### src/hdl/wb_master_pkg.sv
// ==============================
// wishbone master shared definitions
// bus widths, burst length, state encoding and the
// address word with its cache line view
// ==============================

`default_nettype none

package wb_master_pkg;

    // ==============================
    // bus widths
    // ==============================

    // byte addressed 32-bit bus with one select bit per byte
    parameter int ADDR_W = 32;
    parameter int DATA_W = 32;
    parameter int SEL_W  = 4;

    // a cache line is four words, so a line fill is four beats
    parameter int BURST_BEATS = 4;

    // reads always fetch the whole word
    parameter logic [SEL_W-1:0] SEL_ALL = {SEL_W{1'b1}};

    // ==============================
    // types
    // ==============================

    // remaining beats after the current one, 0 to 3
    typedef logic [1:0] beat_cnt_t;

    // bus cycle states, a burst covers all beats but the final one
    typedef enum logic [1:0]
    {
        IDLE     = 2'd0,
        BURST    = 2'd1,
        WAIT_ACK = 2'd2
    } wb_state_t;

    // one address word, seen either as the raw bus address or split
    // into the line tag, the word inside the 16-byte line and the byte
    typedef union packed
    {
        logic [ADDR_W-1:0] raw;
        struct packed
        {
            logic [ADDR_W-5:0] tag;
            logic [1:0]        word;
            logic [1:0]        byte_off;
        } line;
    } wb_addr_u;

endpackage

`default_nettype wire

### src/hdl/wb_req_if.sv
// ==============================
// granted request bundle
// carries the request chosen by the arbiter to the
// cycle FSM and the bus driver
// ==============================

`timescale 1ns/10ps
`default_nettype none

interface wb_req_if;
    import wb_master_pkg::*;

    // valid holds, with every field stable, from grant until the FSM ends the cycle
    logic              valid;
    // set when the data port owns the request, clear for the fetch port
    logic              is_data;
    logic              write;
    // qword asks for a four beat line fill
    logic              qword;
    wb_addr_u          addr;
    logic [DATA_W-1:0] wdata;
    logic [SEL_W-1:0]  be;

    // the arbiter owns every field
    modport arb  (output valid, is_data, write, qword, addr, wdata, be);

    // the FSM only needs to know that a request waits and how long it is
    modport ctrl (input valid, qword);

    // the driver takes what goes out on the bus
    modport drv  (input write, addr, wdata, be);

endinterface

`default_nettype wire

### src/hdl/wb_beat_counter.sv
// ==============================
// wishbone beat counter
// counts the beats still to come in a transfer
// ==============================

`timescale 1ns/10ps
`default_nettype none

module wb_beat_counter
(
    input  wire logic i_clk,
    input  wire logic quick_n_reset,
    input  wire logic i_start,
    input  wire logic i_qword,
    input  wire logic i_beat_ack,
    output logic      o_last
);
    import wb_master_pkg::*;

    // beats that follow the current one
    beat_cnt_t cnt_r;

    always_ff @(posedge i_clk)
    begin
        if (!quick_n_reset)
            cnt_r <= '0;
        else if (i_start)
            // a line fill has three beats after the first, a single word none
            cnt_r <= i_qword ? beat_cnt_t'(BURST_BEATS - 1) : '0;
        else if (i_beat_ack && (cnt_r != '0))
            cnt_r <= cnt_r - 2'd1;
    end

    // the ack taken with this high leaves only the final beat
    assign o_last = (cnt_r == 2'd1);

endmodule

`default_nettype wire

### src/hdl/wb_bus_driver.sv
// ==============================
// wishbone bus driver
// registers the bus outputs, derives the low address bits
// and steps the word index through a wrapping line burst
// ==============================

`timescale 1ns/10ps
`default_nettype none

module wb_bus_driver
(
    input  wire logic                              i_clk,
    input  wire logic                              quick_n_reset,
    input  wire logic                              i_start,
    input  wire logic                              i_beat_ack,
    input  wire logic                              i_done,
    wb_req_if.drv                                  req,
    output logic      [wb_master_pkg::ADDR_W-1:0]  o_wb_adr,
    output logic      [wb_master_pkg::SEL_W-1:0]   o_wb_sel,
    output logic                                   o_wb_we,
    output logic      [wb_master_pkg::DATA_W-1:0]  o_wb_dat,
    output logic                                   o_wb_cyc,
    output logic                                   o_wb_stb
);
    import wb_master_pkg::*;

    wb_addr_u  adr_r;
    wb_addr_u  start_adr;
    logic [1:0] be_offset;

    // ==============================
    // start address
    // ==============================

    // byte offset implied by the enables, only whole bytes and halves are exact
    always_comb
    begin
        case (req.be)
            4'b0001: be_offset = 2'd0;
            4'b0010: be_offset = 2'd1;
            4'b0100: be_offset = 2'd2;
            4'b1000: be_offset = 2'd3;
            4'b1100: be_offset = 2'd2;
            default: be_offset = 2'd0;
        endcase
    end

    // reads are word aligned, a burst starts at the requested word
    always_comb
    begin
        start_adr               = req.addr;
        start_adr.line.byte_off = req.write ? be_offset : 2'd0;
    end

    // ==============================
    // bus registers
    // ==============================

    // cycle control, stb stays up across all beats of a burst
    always_ff @(posedge i_clk)
    begin
        if (!quick_n_reset)
        begin
            o_wb_cyc <= 1'b0;
            o_wb_stb <= 1'b0;
            o_wb_we  <= 1'b0;
        end
        else if (i_start)
        begin
            o_wb_cyc <= 1'b1;
            o_wb_stb <= 1'b1;
            o_wb_we  <= req.write;
        end
        else if (i_done)
        begin
            o_wb_cyc <= 1'b0;
            o_wb_stb <= 1'b0;
            o_wb_we  <= 1'b0;
        end
    end

    // address, select and data only move on start or an acked beat
    always_ff @(posedge i_clk)
    begin
        if (i_start)
        begin
            adr_r    <= start_adr;
            o_wb_sel <= req.write ? req.be : SEL_ALL;
            o_wb_dat <= req.wdata;
        end
        else if (i_beat_ack && !i_done)
            // two bit index, so the burst wraps inside the 16-byte line
            adr_r.line.word <= adr_r.line.word + 2'd1;
    end

    assign o_wb_adr = adr_r.raw;

endmodule

`default_nettype wire

### src/hdl/wb_cycle_fsm.sv
// ==============================
// wishbone cycle FSM
// starts a bus cycle for the granted request, qualifies
// each ack as a beat and ends the cycle on the last one
// ==============================

`timescale 1ns/10ps
`default_nettype none

module wb_cycle_fsm
(
    input  wire logic i_clk,
    input  wire logic quick_n_reset,
    // slave acknowledge, only looked at here
    input  wire logic i_wb_ack,
    // from the beat counter, one beat left after this one
    input  wire logic i_last,
    wb_req_if.ctrl    req,
    output logic      o_start,
    output logic      o_beat_ack,
    output logic      o_done
);
    import wb_master_pkg::*;

    wb_state_t state_r;
    wb_state_t state_nxt;

    // ==============================
    // next state and cycle events
    // ==============================

    always_comb
    begin
        state_nxt  = state_r;
        o_start    = 1'b0;
        o_beat_ack = 1'b0;
        o_done     = 1'b0;
        case (state_r)
            IDLE:
            begin
                // a held request starts the cycle at once
                if (req.valid)
                begin
                    o_start   = 1'b1;
                    state_nxt = req.qword ? BURST : WAIT_ACK;
                end
            end
            BURST:
            begin
                // every ack in a burst is a beat, the slave may stall as long as it likes
                o_beat_ack = i_wb_ack;
                if (i_wb_ack && i_last)
                    state_nxt = WAIT_ACK;
            end
            WAIT_ACK:
            begin
                // the final beat of any transfer is taken here
                o_beat_ack = i_wb_ack;
                if (i_wb_ack)
                begin
                    o_done    = 1'b1;
                    state_nxt = IDLE;
                end
            end
            default:
            begin
                state_nxt = IDLE;
            end
        endcase
    end

    // ==============================
    // state register
    // ==============================

    always_ff @(posedge i_clk)
    begin
        if (!quick_n_reset)
            state_r <= IDLE;
        else
            state_r <= state_nxt;
    end

endmodule

`default_nettype wire

### src/hdl/wb_master_top.sv
// ==============================
// wishbone master top level
// serves a fetch port and a data port over one
// wishbone bus, with the data port first
// ==============================

`timescale 1ns/10ps
`default_nettype none

module wb_master_top
(
    input  wire logic                             i_clk,
    input  wire logic                             quick_n_reset,
    // fetch port
    input  wire logic                             i_icache_req,
    input  wire logic                             i_icache_qword,
    input  wire logic [wb_master_pkg::ADDR_W-1:0] i_icache_address,
    output logic      [wb_master_pkg::DATA_W-1:0] o_icache_read_data,
    output logic                                  o_icache_ready,
    // data port
    input  wire logic                             i_dcache_req,
    input  wire logic                             i_dcache_write,
    input  wire logic                             i_dcache_qword,
    input  wire logic [wb_master_pkg::ADDR_W-1:0] i_dcache_address,
    input  wire logic [wb_master_pkg::DATA_W-1:0] i_dcache_write_data,
    input  wire logic [wb_master_pkg::SEL_W-1:0]  i_dcache_byte_enable,
    output logic      [wb_master_pkg::DATA_W-1:0] o_dcache_read_data,
    output logic                                  o_dcache_ready,
    // wishbone bus
    output logic      [wb_master_pkg::ADDR_W-1:0] o_wb_adr,
    output logic      [wb_master_pkg::SEL_W-1:0]  o_wb_sel,
    output logic                                  o_wb_we,
    output logic      [wb_master_pkg::DATA_W-1:0] o_wb_dat,
    output logic                                  o_wb_cyc,
    output logic                                  o_wb_stb,
    input  wire logic [wb_master_pkg::DATA_W-1:0] i_wb_dat,
    input  wire logic                             i_wb_ack
);

    logic start;
    logic beat_ack;
    logic done;
    logic last;

    // granted request shared by arbiter, FSM and driver
    wb_req_if req_bus ();

    wb_port_arbiter wb_port_arbiter_inst
    (
        .i_clk                (i_clk),
        .quick_n_reset        (quick_n_reset),
        .i_icache_req         (i_icache_req),
        .i_icache_qword       (i_icache_qword),
        .i_icache_address     (i_icache_address),
        .i_dcache_req         (i_dcache_req),
        .i_dcache_write       (i_dcache_write),
        .i_dcache_qword       (i_dcache_qword),
        .i_dcache_address     (i_dcache_address),
        .i_dcache_write_data  (i_dcache_write_data),
        .i_dcache_byte_enable (i_dcache_byte_enable),
        .i_start              (start),
        .i_beat_ack           (beat_ack),
        .i_done               (done),
        .o_icache_ready       (o_icache_ready),
        .o_dcache_ready       (o_dcache_ready),
        .req                  (req_bus.arb)
    );

    wb_cycle_fsm wb_cycle_fsm_inst
    (
        .i_clk         (i_clk),
        .quick_n_reset (quick_n_reset),
        .i_wb_ack      (i_wb_ack),
        .i_last        (last),
        .req           (req_bus.ctrl),
        .o_start       (start),
        .o_beat_ack    (beat_ack),
        .o_done        (done)
    );

    wb_beat_counter wb_beat_counter_inst
    (
        .i_clk         (i_clk),
        .quick_n_reset (quick_n_reset),
        .i_start       (start),
        .i_qword       (req_bus.qword),
        .i_beat_ack    (beat_ack),
        .o_last        (last)
    );

    wb_bus_driver wb_bus_driver_inst
    (
        .i_clk         (i_clk),
        .quick_n_reset (quick_n_reset),
        .i_start       (start),
        .i_beat_ack    (beat_ack),
        .i_done        (done),
        .req           (req_bus.drv),
        .o_wb_adr      (o_wb_adr),
        .o_wb_sel      (o_wb_sel),
        .o_wb_we       (o_wb_we),
        .o_wb_dat      (o_wb_dat),
        .o_wb_cyc      (o_wb_cyc),
        .o_wb_stb      (o_wb_stb)
    );

    // read data goes to both ports, the ready pulse tells which one takes it
    assign o_icache_read_data = i_wb_dat;
    assign o_dcache_read_data = i_wb_dat;

endmodule

`default_nettype wire

### src/hdl/wb_port_arbiter.sv
// ==============================
// wishbone port arbiter
// latches fetch and data requests, grants the data port
// first and routes the ready pulses back to the owner
// ==============================

`timescale 1ns/10ps
`default_nettype none

module wb_port_arbiter
(
    input  wire logic                             i_clk,
    input  wire logic                             quick_n_reset,
    // fetch port
    input  wire logic                             i_icache_req,
    input  wire logic                             i_icache_qword,
    input  wire logic [wb_master_pkg::ADDR_W-1:0] i_icache_address,
    // data port
    input  wire logic                             i_dcache_req,
    input  wire logic                             i_dcache_write,
    input  wire logic                             i_dcache_qword,
    input  wire logic [wb_master_pkg::ADDR_W-1:0] i_dcache_address,
    input  wire logic [wb_master_pkg::DATA_W-1:0] i_dcache_write_data,
    input  wire logic [wb_master_pkg::SEL_W-1:0]  i_dcache_byte_enable,
    // cycle events from the FSM
    input  wire logic                             i_start,
    input  wire logic                             i_beat_ack,
    input  wire logic                             i_done,
    output logic                                  o_icache_ready,
    output logic                                  o_dcache_ready,
    wb_req_if.arb                                 req
);
    import wb_master_pkg::*;

    logic icache_pend;
    logic dcache_pend;
    logic grant;
    logic in_flight_r;
    logic done_q;

    // the port that was just served is masked for one cycle while its
    // requester takes req down, so a stale req is never granted twice
    assign icache_pend = i_icache_req && !(done_q && !req.is_data);
    assign dcache_pend = i_dcache_req && !(done_q && req.is_data);

    // a new grant is only taken when nothing is held
    assign grant = !req.valid && (icache_pend || dcache_pend);

    // ==============================
    // grant and cycle tracking
    // ==============================

    always_ff @(posedge i_clk)
    begin
        if (!quick_n_reset)
        begin
            req.valid   <= 1'b0;
            req.is_data <= 1'b0;
            req.write   <= 1'b0;
            req.qword   <= 1'b0;
            in_flight_r <= 1'b0;
            done_q      <= 1'b0;
        end
        else
        begin
            done_q <= i_done;
            if (i_done)
                req.valid <= 1'b0;
            else if (grant)
            begin
                req.valid   <= 1'b1;
                // data wins whenever both ports are pending
                req.is_data <= dcache_pend;
                req.write   <= dcache_pend && i_dcache_write;
                // writes are always single word
                req.qword   <= dcache_pend ? (i_dcache_qword && !i_dcache_write)
                                           : i_icache_qword;
            end
            // readies are only routed while the bus cycle runs
            if (i_start)
                in_flight_r <= 1'b1;
            else if (i_done)
                in_flight_r <= 1'b0;
        end
    end

    // request payload is captured once per grant
    always_ff @(posedge i_clk)
    begin
        if (grant)
        begin
            if (dcache_pend)
            begin
                req.addr.raw <= i_dcache_address;
                req.wdata    <= i_dcache_write_data;
                req.be       <= i_dcache_byte_enable;
            end
            else
            begin
                req.addr.raw <= i_icache_address;
                req.be       <= SEL_ALL;
            end
        end
    end

    // one pulse per acked beat, so a write gets one and a line fill four
    assign o_dcache_ready = in_flight_r && req.is_data && i_beat_ack;
    assign o_icache_ready = in_flight_r && !req.is_data && i_beat_ack;

endmodule

`default_nettype wire

### config.mk
export PLATFORM = sky130hd
export DESIGN_NAME = wb_master_top
export DESIGN_NICKNAME = d
export VERILOG_FILES = /design/src/hdl/wb_master_pkg.sv /design/src/hdl/wb_req_if.sv /design/src/hdl/wb_beat_counter.sv /design/src/hdl/wb_bus_driver.sv /design/src/hdl/wb_cycle_fsm.sv /design/src/hdl/wb_master_top.sv /design/src/hdl/wb_port_arbiter.sv
export SDC_FILE = /design/constraint.sdc
export NUM_CORES = 1
export LEC_CHECK = 0
export BUFFER_PORTS_ARGS = -buffer_cell sky130_fd_sc_hd__buf_2
export CAP_MARGIN = 20
export CORE_MARGIN = 2
export CORE_UTILIZATION = 35
export CTS_CLUSTER_DIAMETER = 120
export CTS_CLUSTER_SIZE = 8
export DETAILED_ROUTE_END_ITERATION = 8
export SYNTH_ARGS = -nofsm -noshare
export SYNTH_HDL_FRONTEND = slang
export SYNTH_SLANG_ARGS = --single-unit
### constraint.sdc
create_clock -name i_clk -period 3.4 [get_ports i_clk]
set_input_delay 0.34 -clock i_clk [delete_from_list [all_inputs] [get_ports i_clk]]
set_output_delay 0.34 -clock i_clk [all_outputs]
set_load 0.01 [all_outputs]
==> flow_metrics.env, run 1 <==
export IMPL_status="completed"
export IMPL_postRouteAntennaNets=0
export IMPL_cts_resized=0
export IMPL_coreArea_mm2=0.01589
export IMPL_timing_critical_path_buf_inv=0
export IMPL_cts_buffers_inserted=17
export IMPL_antenna_cells=0
export IMPL_dr_total_vias=2967
export IMPL_period_needed_ps=1996
export IMPL_rrSetupSlack_ps=1400
export IMPL_synth_nets=472
export IMPL_crit_chain="mux2i_1 > a21oi_1 > and2_2"
export IMPL_layout_common_cells="buf_2 (176), edfxtp_1 (134), mux2_2 (17), clkbuf_16 (17), mux2_4 (13)"
export IMPL_syn_instance_count=327
export IMPL_holdWs_ps=103.5
export IMPL_drv_cap=0
export IMPL_pre_cts_slack_ps=1369
export IMPL_slowest_stage="and2_2"
export IMPL_gp_congestion=0.7305
export IMPL_synthFlopType="edfxtp_1"
export IMPL_synth_edf_count=134
export IMPL_yosysWarnings=0
export IMPL_tns_ps=0
export IMPL_slew_headroom_pct=41.01
export IMPL_setup_ws_ps=1404
export IMPL_dieWidth_um=131.6
export IMPL_drive_above_1_share_pct=51.71
export IMPL_io_buffers=176
export IMPL_syn_area_mm2=0.005695
export IMPL_grt_usage_pct=12.77
export IMPL_drc=0
export IMPL_place_area_mm2=0.006364
export IMPL_grt_util_met3_pct=4.784
export IMPL_gr_total_overflow=0
export IMPL_grt_busiest_layer="met2"
export IMPL_cts_sinks=145
export IMPL_final_common_cell="buf_2"
export IMPL_design_area_mm2=0.006907
export IMPL_cts_setup_buffers=0
export IMPL_p_per_area_mw_per_mm2=707.2
export IMPL_critical_path_max_fanout=34
export IMPL_start_util_pct=35.85
export IMPL_report_final_slew_viol_count=0
export IMPL_clk_latency_ps=410
export IMPL_placed_cells=652
export IMPL_synth_async_reset_ratio_pct=0
export IMPL_syn_to_final_growth_pct=21.27
export IMPL_finalWirelength_um=11120
export IMPL_grt_max_degree=67
export IMPL_cts_htree_levels=4
export IMPL_final_util_pct=43.48
export IMPL_finalClockSkew_ps=11.90
export IMPL_end_kind="flop"
export IMPL_cpPeakStageDelay_ps=760
export IMPL_vias_per_cell=4.338
export IMPL_rsz0062_at_grt="false"
export IMPL_die_h_um=131.6
export IMPL_critPathLaunch="wb_port_arbiter_inst.req.is_data$_SDFFE_PN0P_"
export IMPL_max_freq_ghz=0.5011
export IMPL_gr_usage_met2_pct=20.48
export IMPL_vdd_drop_max_mv=0.3352
export IMPL_ys_seq_area_share_pct=74.52
export IMPL_fin_cells=684
export IMPL_wl_per_cell_um=16.25
export IMPL_hold_buffers=0
export IMPL_dp_hpwl_um=7843
export IMPL_n_fill_cell=1432
export IMPL_finalPower_mw=4.884
export IMPL_drt_pass1_iter_count=5
export IMPL_synth_cell_types=37
export IMPL_finalHoldViolations=0
export IMPL_root_buffer="clkbuf_16"
export IMPL_drt_iter0_drc=172
export IMPL_worstReg2RegStart="wb_port_arbiter_inst.req.is_data$_SDFFE_PN0P_"
export IMPL_synth_ff_latch_count=145
export IMPL_avgSynthCellArea_um2=17.42
export IMPL_crit_type="flop to flop"
export IMPL_grt_antenna_before_repair=0
export IMPL_nNetsFinal=600
export IMPL_fp_row_count=46
export IMPL_clkTransAtPathRegs_ps=60
export IMPL_tightest_slew_ps=884.8
export IMPL_cp_required_ps=3430
export IMPL_finalCritPeriodShare_pct=58.70
export IMPL_min_from="i_dcache_write_data[19]"
export IMPL_crit_family="simple AND/OR/NAND/NOR gates"
export IMPL_grt_pass1_vias=3054
export IMPL_grt_pass1_wl_um=16620
export IMPL_min_path_type="input port to flop"
export IMPL_pin_count=277
export IMPL_dieArea_mm2=0.01731
export IMPL_met1_usage_pct=14.90
export IMPL_cts_buffer_depth=2
export IMPL_setup_viol=0
export IMPL_leakage_nw=2.707
export IMPL_cts_tree="done"
export IMPL_critPathLaunchType="flop"
export IMPL_arrival_ps=2020
[kinds of logic (layout without fill, tap and decap cells)]
logic type               Yosys count  after routing  synth area share, %
AND/OR/NAND/NOR                   38             38                3.559
flip-flops                       145            145                74.52
adder cells (fa/ha/maj)            5              5                1.098
XOR/XNOR                           3              3               0.4614
buffers and inverters             78            219                9.842
multiplexers                      35             35                7.689
AO/OA/AOI/OAI                     23             23                2.834
[cells in the mapped netlist (5+ instances only)]
library cell,n,area share [%]
dfxtp_1,11,3.9
buf_4,65,8.6
mux2_2,17,3.4
edfxtp_1,134,71
mux2_4,13,3.4
o21ai_0,6,0.53
nand2_1,9,0.59
nand2b_1,8,0.88
inv_1,7,0.46
ha_1,5,1.1
[layout make-up]
type	count	area, µm²	area share, %
clock buffer	19	432.9	6.268
clock inverter	13	110.1	1.594
inverter	7	26.28	0.3804
multi-input combinational	104	899.6	13.03
sequential	145	4244	61.45
tap	216	270.3	3.913
timing repair buffer	180	923.4	13.37
[worst reg2reg max path: cells and delay by family, from the launching register on]
family	cells	cell delay, ps
flip-flops	1	450
AO/OA/AOI/OAI	1	210
AND/OR/NAND/NOR	1	760
multiplexers	1	180
[power by group]
group | total, mW | switching [mW] | internal (mW)
registers | 2.44 | 0.0907 | 2.34
logic | 0.752 | 0.461 | 0.291
clock network | 1.70 | 0.694 | 1.00
[path summary, 6_finish.rpt]
kind                                                       end  cells past startpoint
hold reg to reg      wb_bus_driver_inst.o_wb_dat[28]$_DFFE_PP_                      0
setup / recovery    wb_port_arbiter_inst.req.addr[4]$_DFFE_PP_                      3
setup reg to reg    wb_port_arbiter_inst.req.addr[4]$_DFFE_PP_                      3
hold / removal    wb_port_arbiter_inst.req.wdata[19]$_DFFE_PP_                      1
[routing by layer]
metal | routed length (µm) | vias to the layer above
met5 | 0 | -
met4 | 313 | 0
met3 | 820 | 36
li1 | - | 1397
met1 | 4596 | 1413
met2 | 5385 | 121
[flip-flops by register name, indices dropped and copies added (netlist names)]
signal	count
wb_port_arbiter_inst.req.is_data	1
wb_bus_driver_inst.o_wb_we	1
wb_port_arbiter_inst.req.wdata	32
wb_port_arbiter_inst.req.write	1
wb_port_arbiter_inst.req.qword	1
wb_bus_driver_inst.o_wb_cyc	1
wb_beat_counter_inst.cnt_r	2
wb_port_arbiter_inst.req.addr	30
wb_port_arbiter_inst.req.be	4
wb_cycle_fsm_inst.state_r	2
wb_port_arbiter_inst.req.valid	1
wb_bus_driver_inst.o_wb_dat	32
wb_bus_driver_inst.o_wb_adr	32
wb_port_arbiter_inst.done_q	1
wb_bus_driver_inst.o_wb_sel	4
No activity file was read; power rests on OpenSTA's default activity.
==> run 2: changes to the inputs <==
--- a/config.mk
+++ b/config.mk
@@ -12,6 +12,7 @@
 export CTS_CLUSTER_DIAMETER = 120
 export CTS_CLUSTER_SIZE = 8
 export DETAILED_ROUTE_END_ITERATION = 8
+export PLACE_DENSITY = 0.66
 export SYNTH_ARGS = -nofsm -noshare
 export SYNTH_HDL_FRONTEND = slang
 export SYNTH_SLANG_ARGS = --single-unit
==> constraint.sdc (replaced) <==
create_clock -name i_clk -period 1.6 [get_ports i_clk]
set_input_delay 0.16 -clock i_clk [delete_from_list [all_inputs] [get_ports i_clk]]
set_output_delay 0.16 -clock i_clk [all_outputs]
set_load 0.01 [all_outputs]
==> run 2 against run 1 <==
Combinational power is 140% higher. Highest routed layer unchanged. Clock skew is 4.7 ps lower. Non-clock buffer count is 39 higher.
==> flow_metrics.env, run 2 (synthesis results as in run 1) <==
export IMPL_wl_per_cell_um=16.51
export IMPL_io_buffers=176
export IMPL_arrival_ps=1420
export IMPL_drt_iter0_drc=166
export IMPL_gp_congestion=0.7337
export IMPL_gr_total_overflow=0
export IMPL_syn_to_final_growth_pct=29.53
export IMPL_dp_hpwl_um=8578
export IMPL_layout_common_cells="buf_2 (176), edfxtp_1 (134), dlygate4sd3_1 (32)"
export IMPL_max_freq_ghz=0.6346
export IMPL_critPathLaunchType="flop"
export IMPL_grt_usage_pct=13.97
export IMPL_pwr_share_seq_pct=48.3
export IMPL_finalCritPeriodShare_pct=98.48
export IMPL_drv_cap=0
export IMPL_period_needed_ps=1576
export IMPL_tightest_slew_ps=454.1
export IMPL_vdd_drop_max_mv=0.7144
export IMPL_crit_type="flop to primary output"
export IMPL_vias_per_cell=4.394
export IMPL_pre_cts_slack_ps=85.43
export IMPL_crit_chain="inv_2 > ha_4 > nand2_2 > nor3b_2 > buf_2"
export IMPL_finalClockSkew_ps=7.168
export IMPL_cts_htree_levels=4
export IMPL_combPwrFrac_pct=17.2
export IMPL_start_util_pct=35.85
export IMPL_drt_pass1_iter_count=5
export IMPL_dieWidth_um=131.6
export IMPL_coreArea_mm2=0.01589
export IMPL_drive_above_1_share_pct=51.28
export IMPL_dr_total_vias=3177
export IMPL_status="completed"
export IMPL_tns_ps=0
export IMPL_design_area_mm2=0.007377
export IMPL_grt_busiest_layer="met2"
export IMPL_drc=0
export IMPL_cts_sinks=145
export IMPL_gr_usage_met2_pct=25.95
export IMPL_p_clk_share_pct=34.5
export IMPL_p_per_area_mw_per_mm2=1452
export IMPL_cpPeakStageDelay_ps=330
export IMPL_min_path_type="input port to flop"
export IMPL_clk_latency_ps=410
export IMPL_grt_max_degree=33
export IMPL_grt_pass1_vias=3384
export IMPL_p_sw_mw=2.772
export IMPL_root_buffer="clkbuf_16"
export IMPL_pin_count=277
export IMPL_met1_usage_pct=13.21
export IMPL_setup_viol=0
export IMPL_n_fill_cell=1398
export IMPL_slew_headroom_pct=69.73
export IMPL_antenna_cells=0
export IMPL_final_util_pct=46.44
export IMPL_nNetsFinal=639
export IMPL_grt_pass1_wl_um=18220
export IMPL_timing_critical_path_buf_inv=2
export IMPL_finalHoldViolations=0
export IMPL_finalWirelength_um=11940
export IMPL_grt_util_met3_pct=5.131
export IMPL_crit_family="flip-flops"
export IMPL_critical_path_max_fanout=3
export IMPL_clkTransAtPathRegs_ps=60
export IMPL_place_area_mm2=0.006475
export IMPL_postRouteAntennaNets=0
export IMPL_fp_row_count=46
export IMPL_switching_share_pct=25.88
export IMPL_setup_ws_ps=24.31
export IMPL_die_h_um=131.6
export IMPL_cts_buffer_depth=2
export IMPL_dieArea_mm2=0.01731
export IMPL_end_kind="primary output"
export IMPL_grt_antenna_before_repair=0
export IMPL_final_common_cell="buf_2"
export IMPL_cp_required_ps=1440
export IMPL_slowest_stage="dfxtp_2"
export IMPL_cts_buffers_inserted=17
export IMPL_internal_power_mw=7.940
export IMPL_leakage_nw=2.898
export IMPL_rsz0062_at_grt="true"
export IMPL_report_final_slew_viol_count=0
export IMPL_cts_tree="done"
[run 2: changes by cell type in the layout (fill, tap and decap cells not counted), sizes merged]
cell,delta
clkinv,+1
clkinvlp,+1
buf,+7
clkbuf,-2
dlygate4sd3,+32
[run 2: stage by stage]
stage | std cells | hold slack, ps | power (mW)
global placement | 657 | 320.2 | 6.972
finish | 723 | 19.82 | 10.71
global route | 723 | 8.273 | 11.20
floorplan | 327 | 258.9 | 6.347
detailed placement | 657 | 320.2 | 7.052
CTS | 723 | 0.004163 | 10.84
[run 2: final timing paths]
kind	start	end	slack, ps	depth (start not counted)
max reg2reg	wb_port_arbiter_inst.done_q$_SDFF_PN0_	wb_port_arbiter_inst.req.addr[10]$_DFFE_PP_	140	3
min reg2reg	wb_port_arbiter_inst.req.wdata[18]$_DFFE_PP_	wb_bus_driver_inst.o_wb_dat[18]$_DFFE_PP_	420	0
max	wb_cycle_fsm_inst.state_r[0]$_SDFFE_PN0P_	o_icache_ready	20	5
min	i_dcache_byte_enable[2]	wb_port_arbiter_inst.req.be[2]$_SDFFCE_PP1P_	20	2
[run 2: cell type report]
| cell class | count | area (µm²) | area share [%] |
|---|---|---|---|
| flip-flops and latches | 145 | 4248 | 57.58 |
| repair buffers | 219 | 1346 | 18.25 |
| multi-input cells | 104 | 924.6 | 12.53 |
| clock buffers | 17 | 425.4 | 5.767 |
| well taps | 216 | 270.3 | 3.663 |
| clock inverters | 15 | 132.6 | 1.798 |
| inverters | 7 | 30.03 | 0.4071 |
[run 2: per-layer routing]
metal  wire, µm  vias up
li1           -     1477
met1       4139     1507
met2       6559      150
met3        869       43
met4        369        0
met5          0        -
[run 2: worst register-to-register path, cell delays in order, from the launching register on]
cell,delay [ps]
dfxtp_1,370
a21boi_4,220
buf_4,250
mux2_2,360
[run 2: power by group through the flow]
stage	registers, mW	clock network [mW]	logic [mW]
finish	5.18	3.69	1.84
global route	5.24	3.96	1.99
CTS	5.18	3.77	1.89
detailed placement	5.27	0	1.79
global placement	5.24	0	1.74
floorplan	5.44	0	0.909
[run 2: timing repair]
action                                  in CTS  in global routing
endpoints found under the setup margin       1                 24
hold buffers                                32                  0
setup buffers                                2                  0
gates resized for setup                      2                  1
endpoints found under the hold margin       32                  0
pin swaps                                    1                  0
gates cloned                                 0                  0
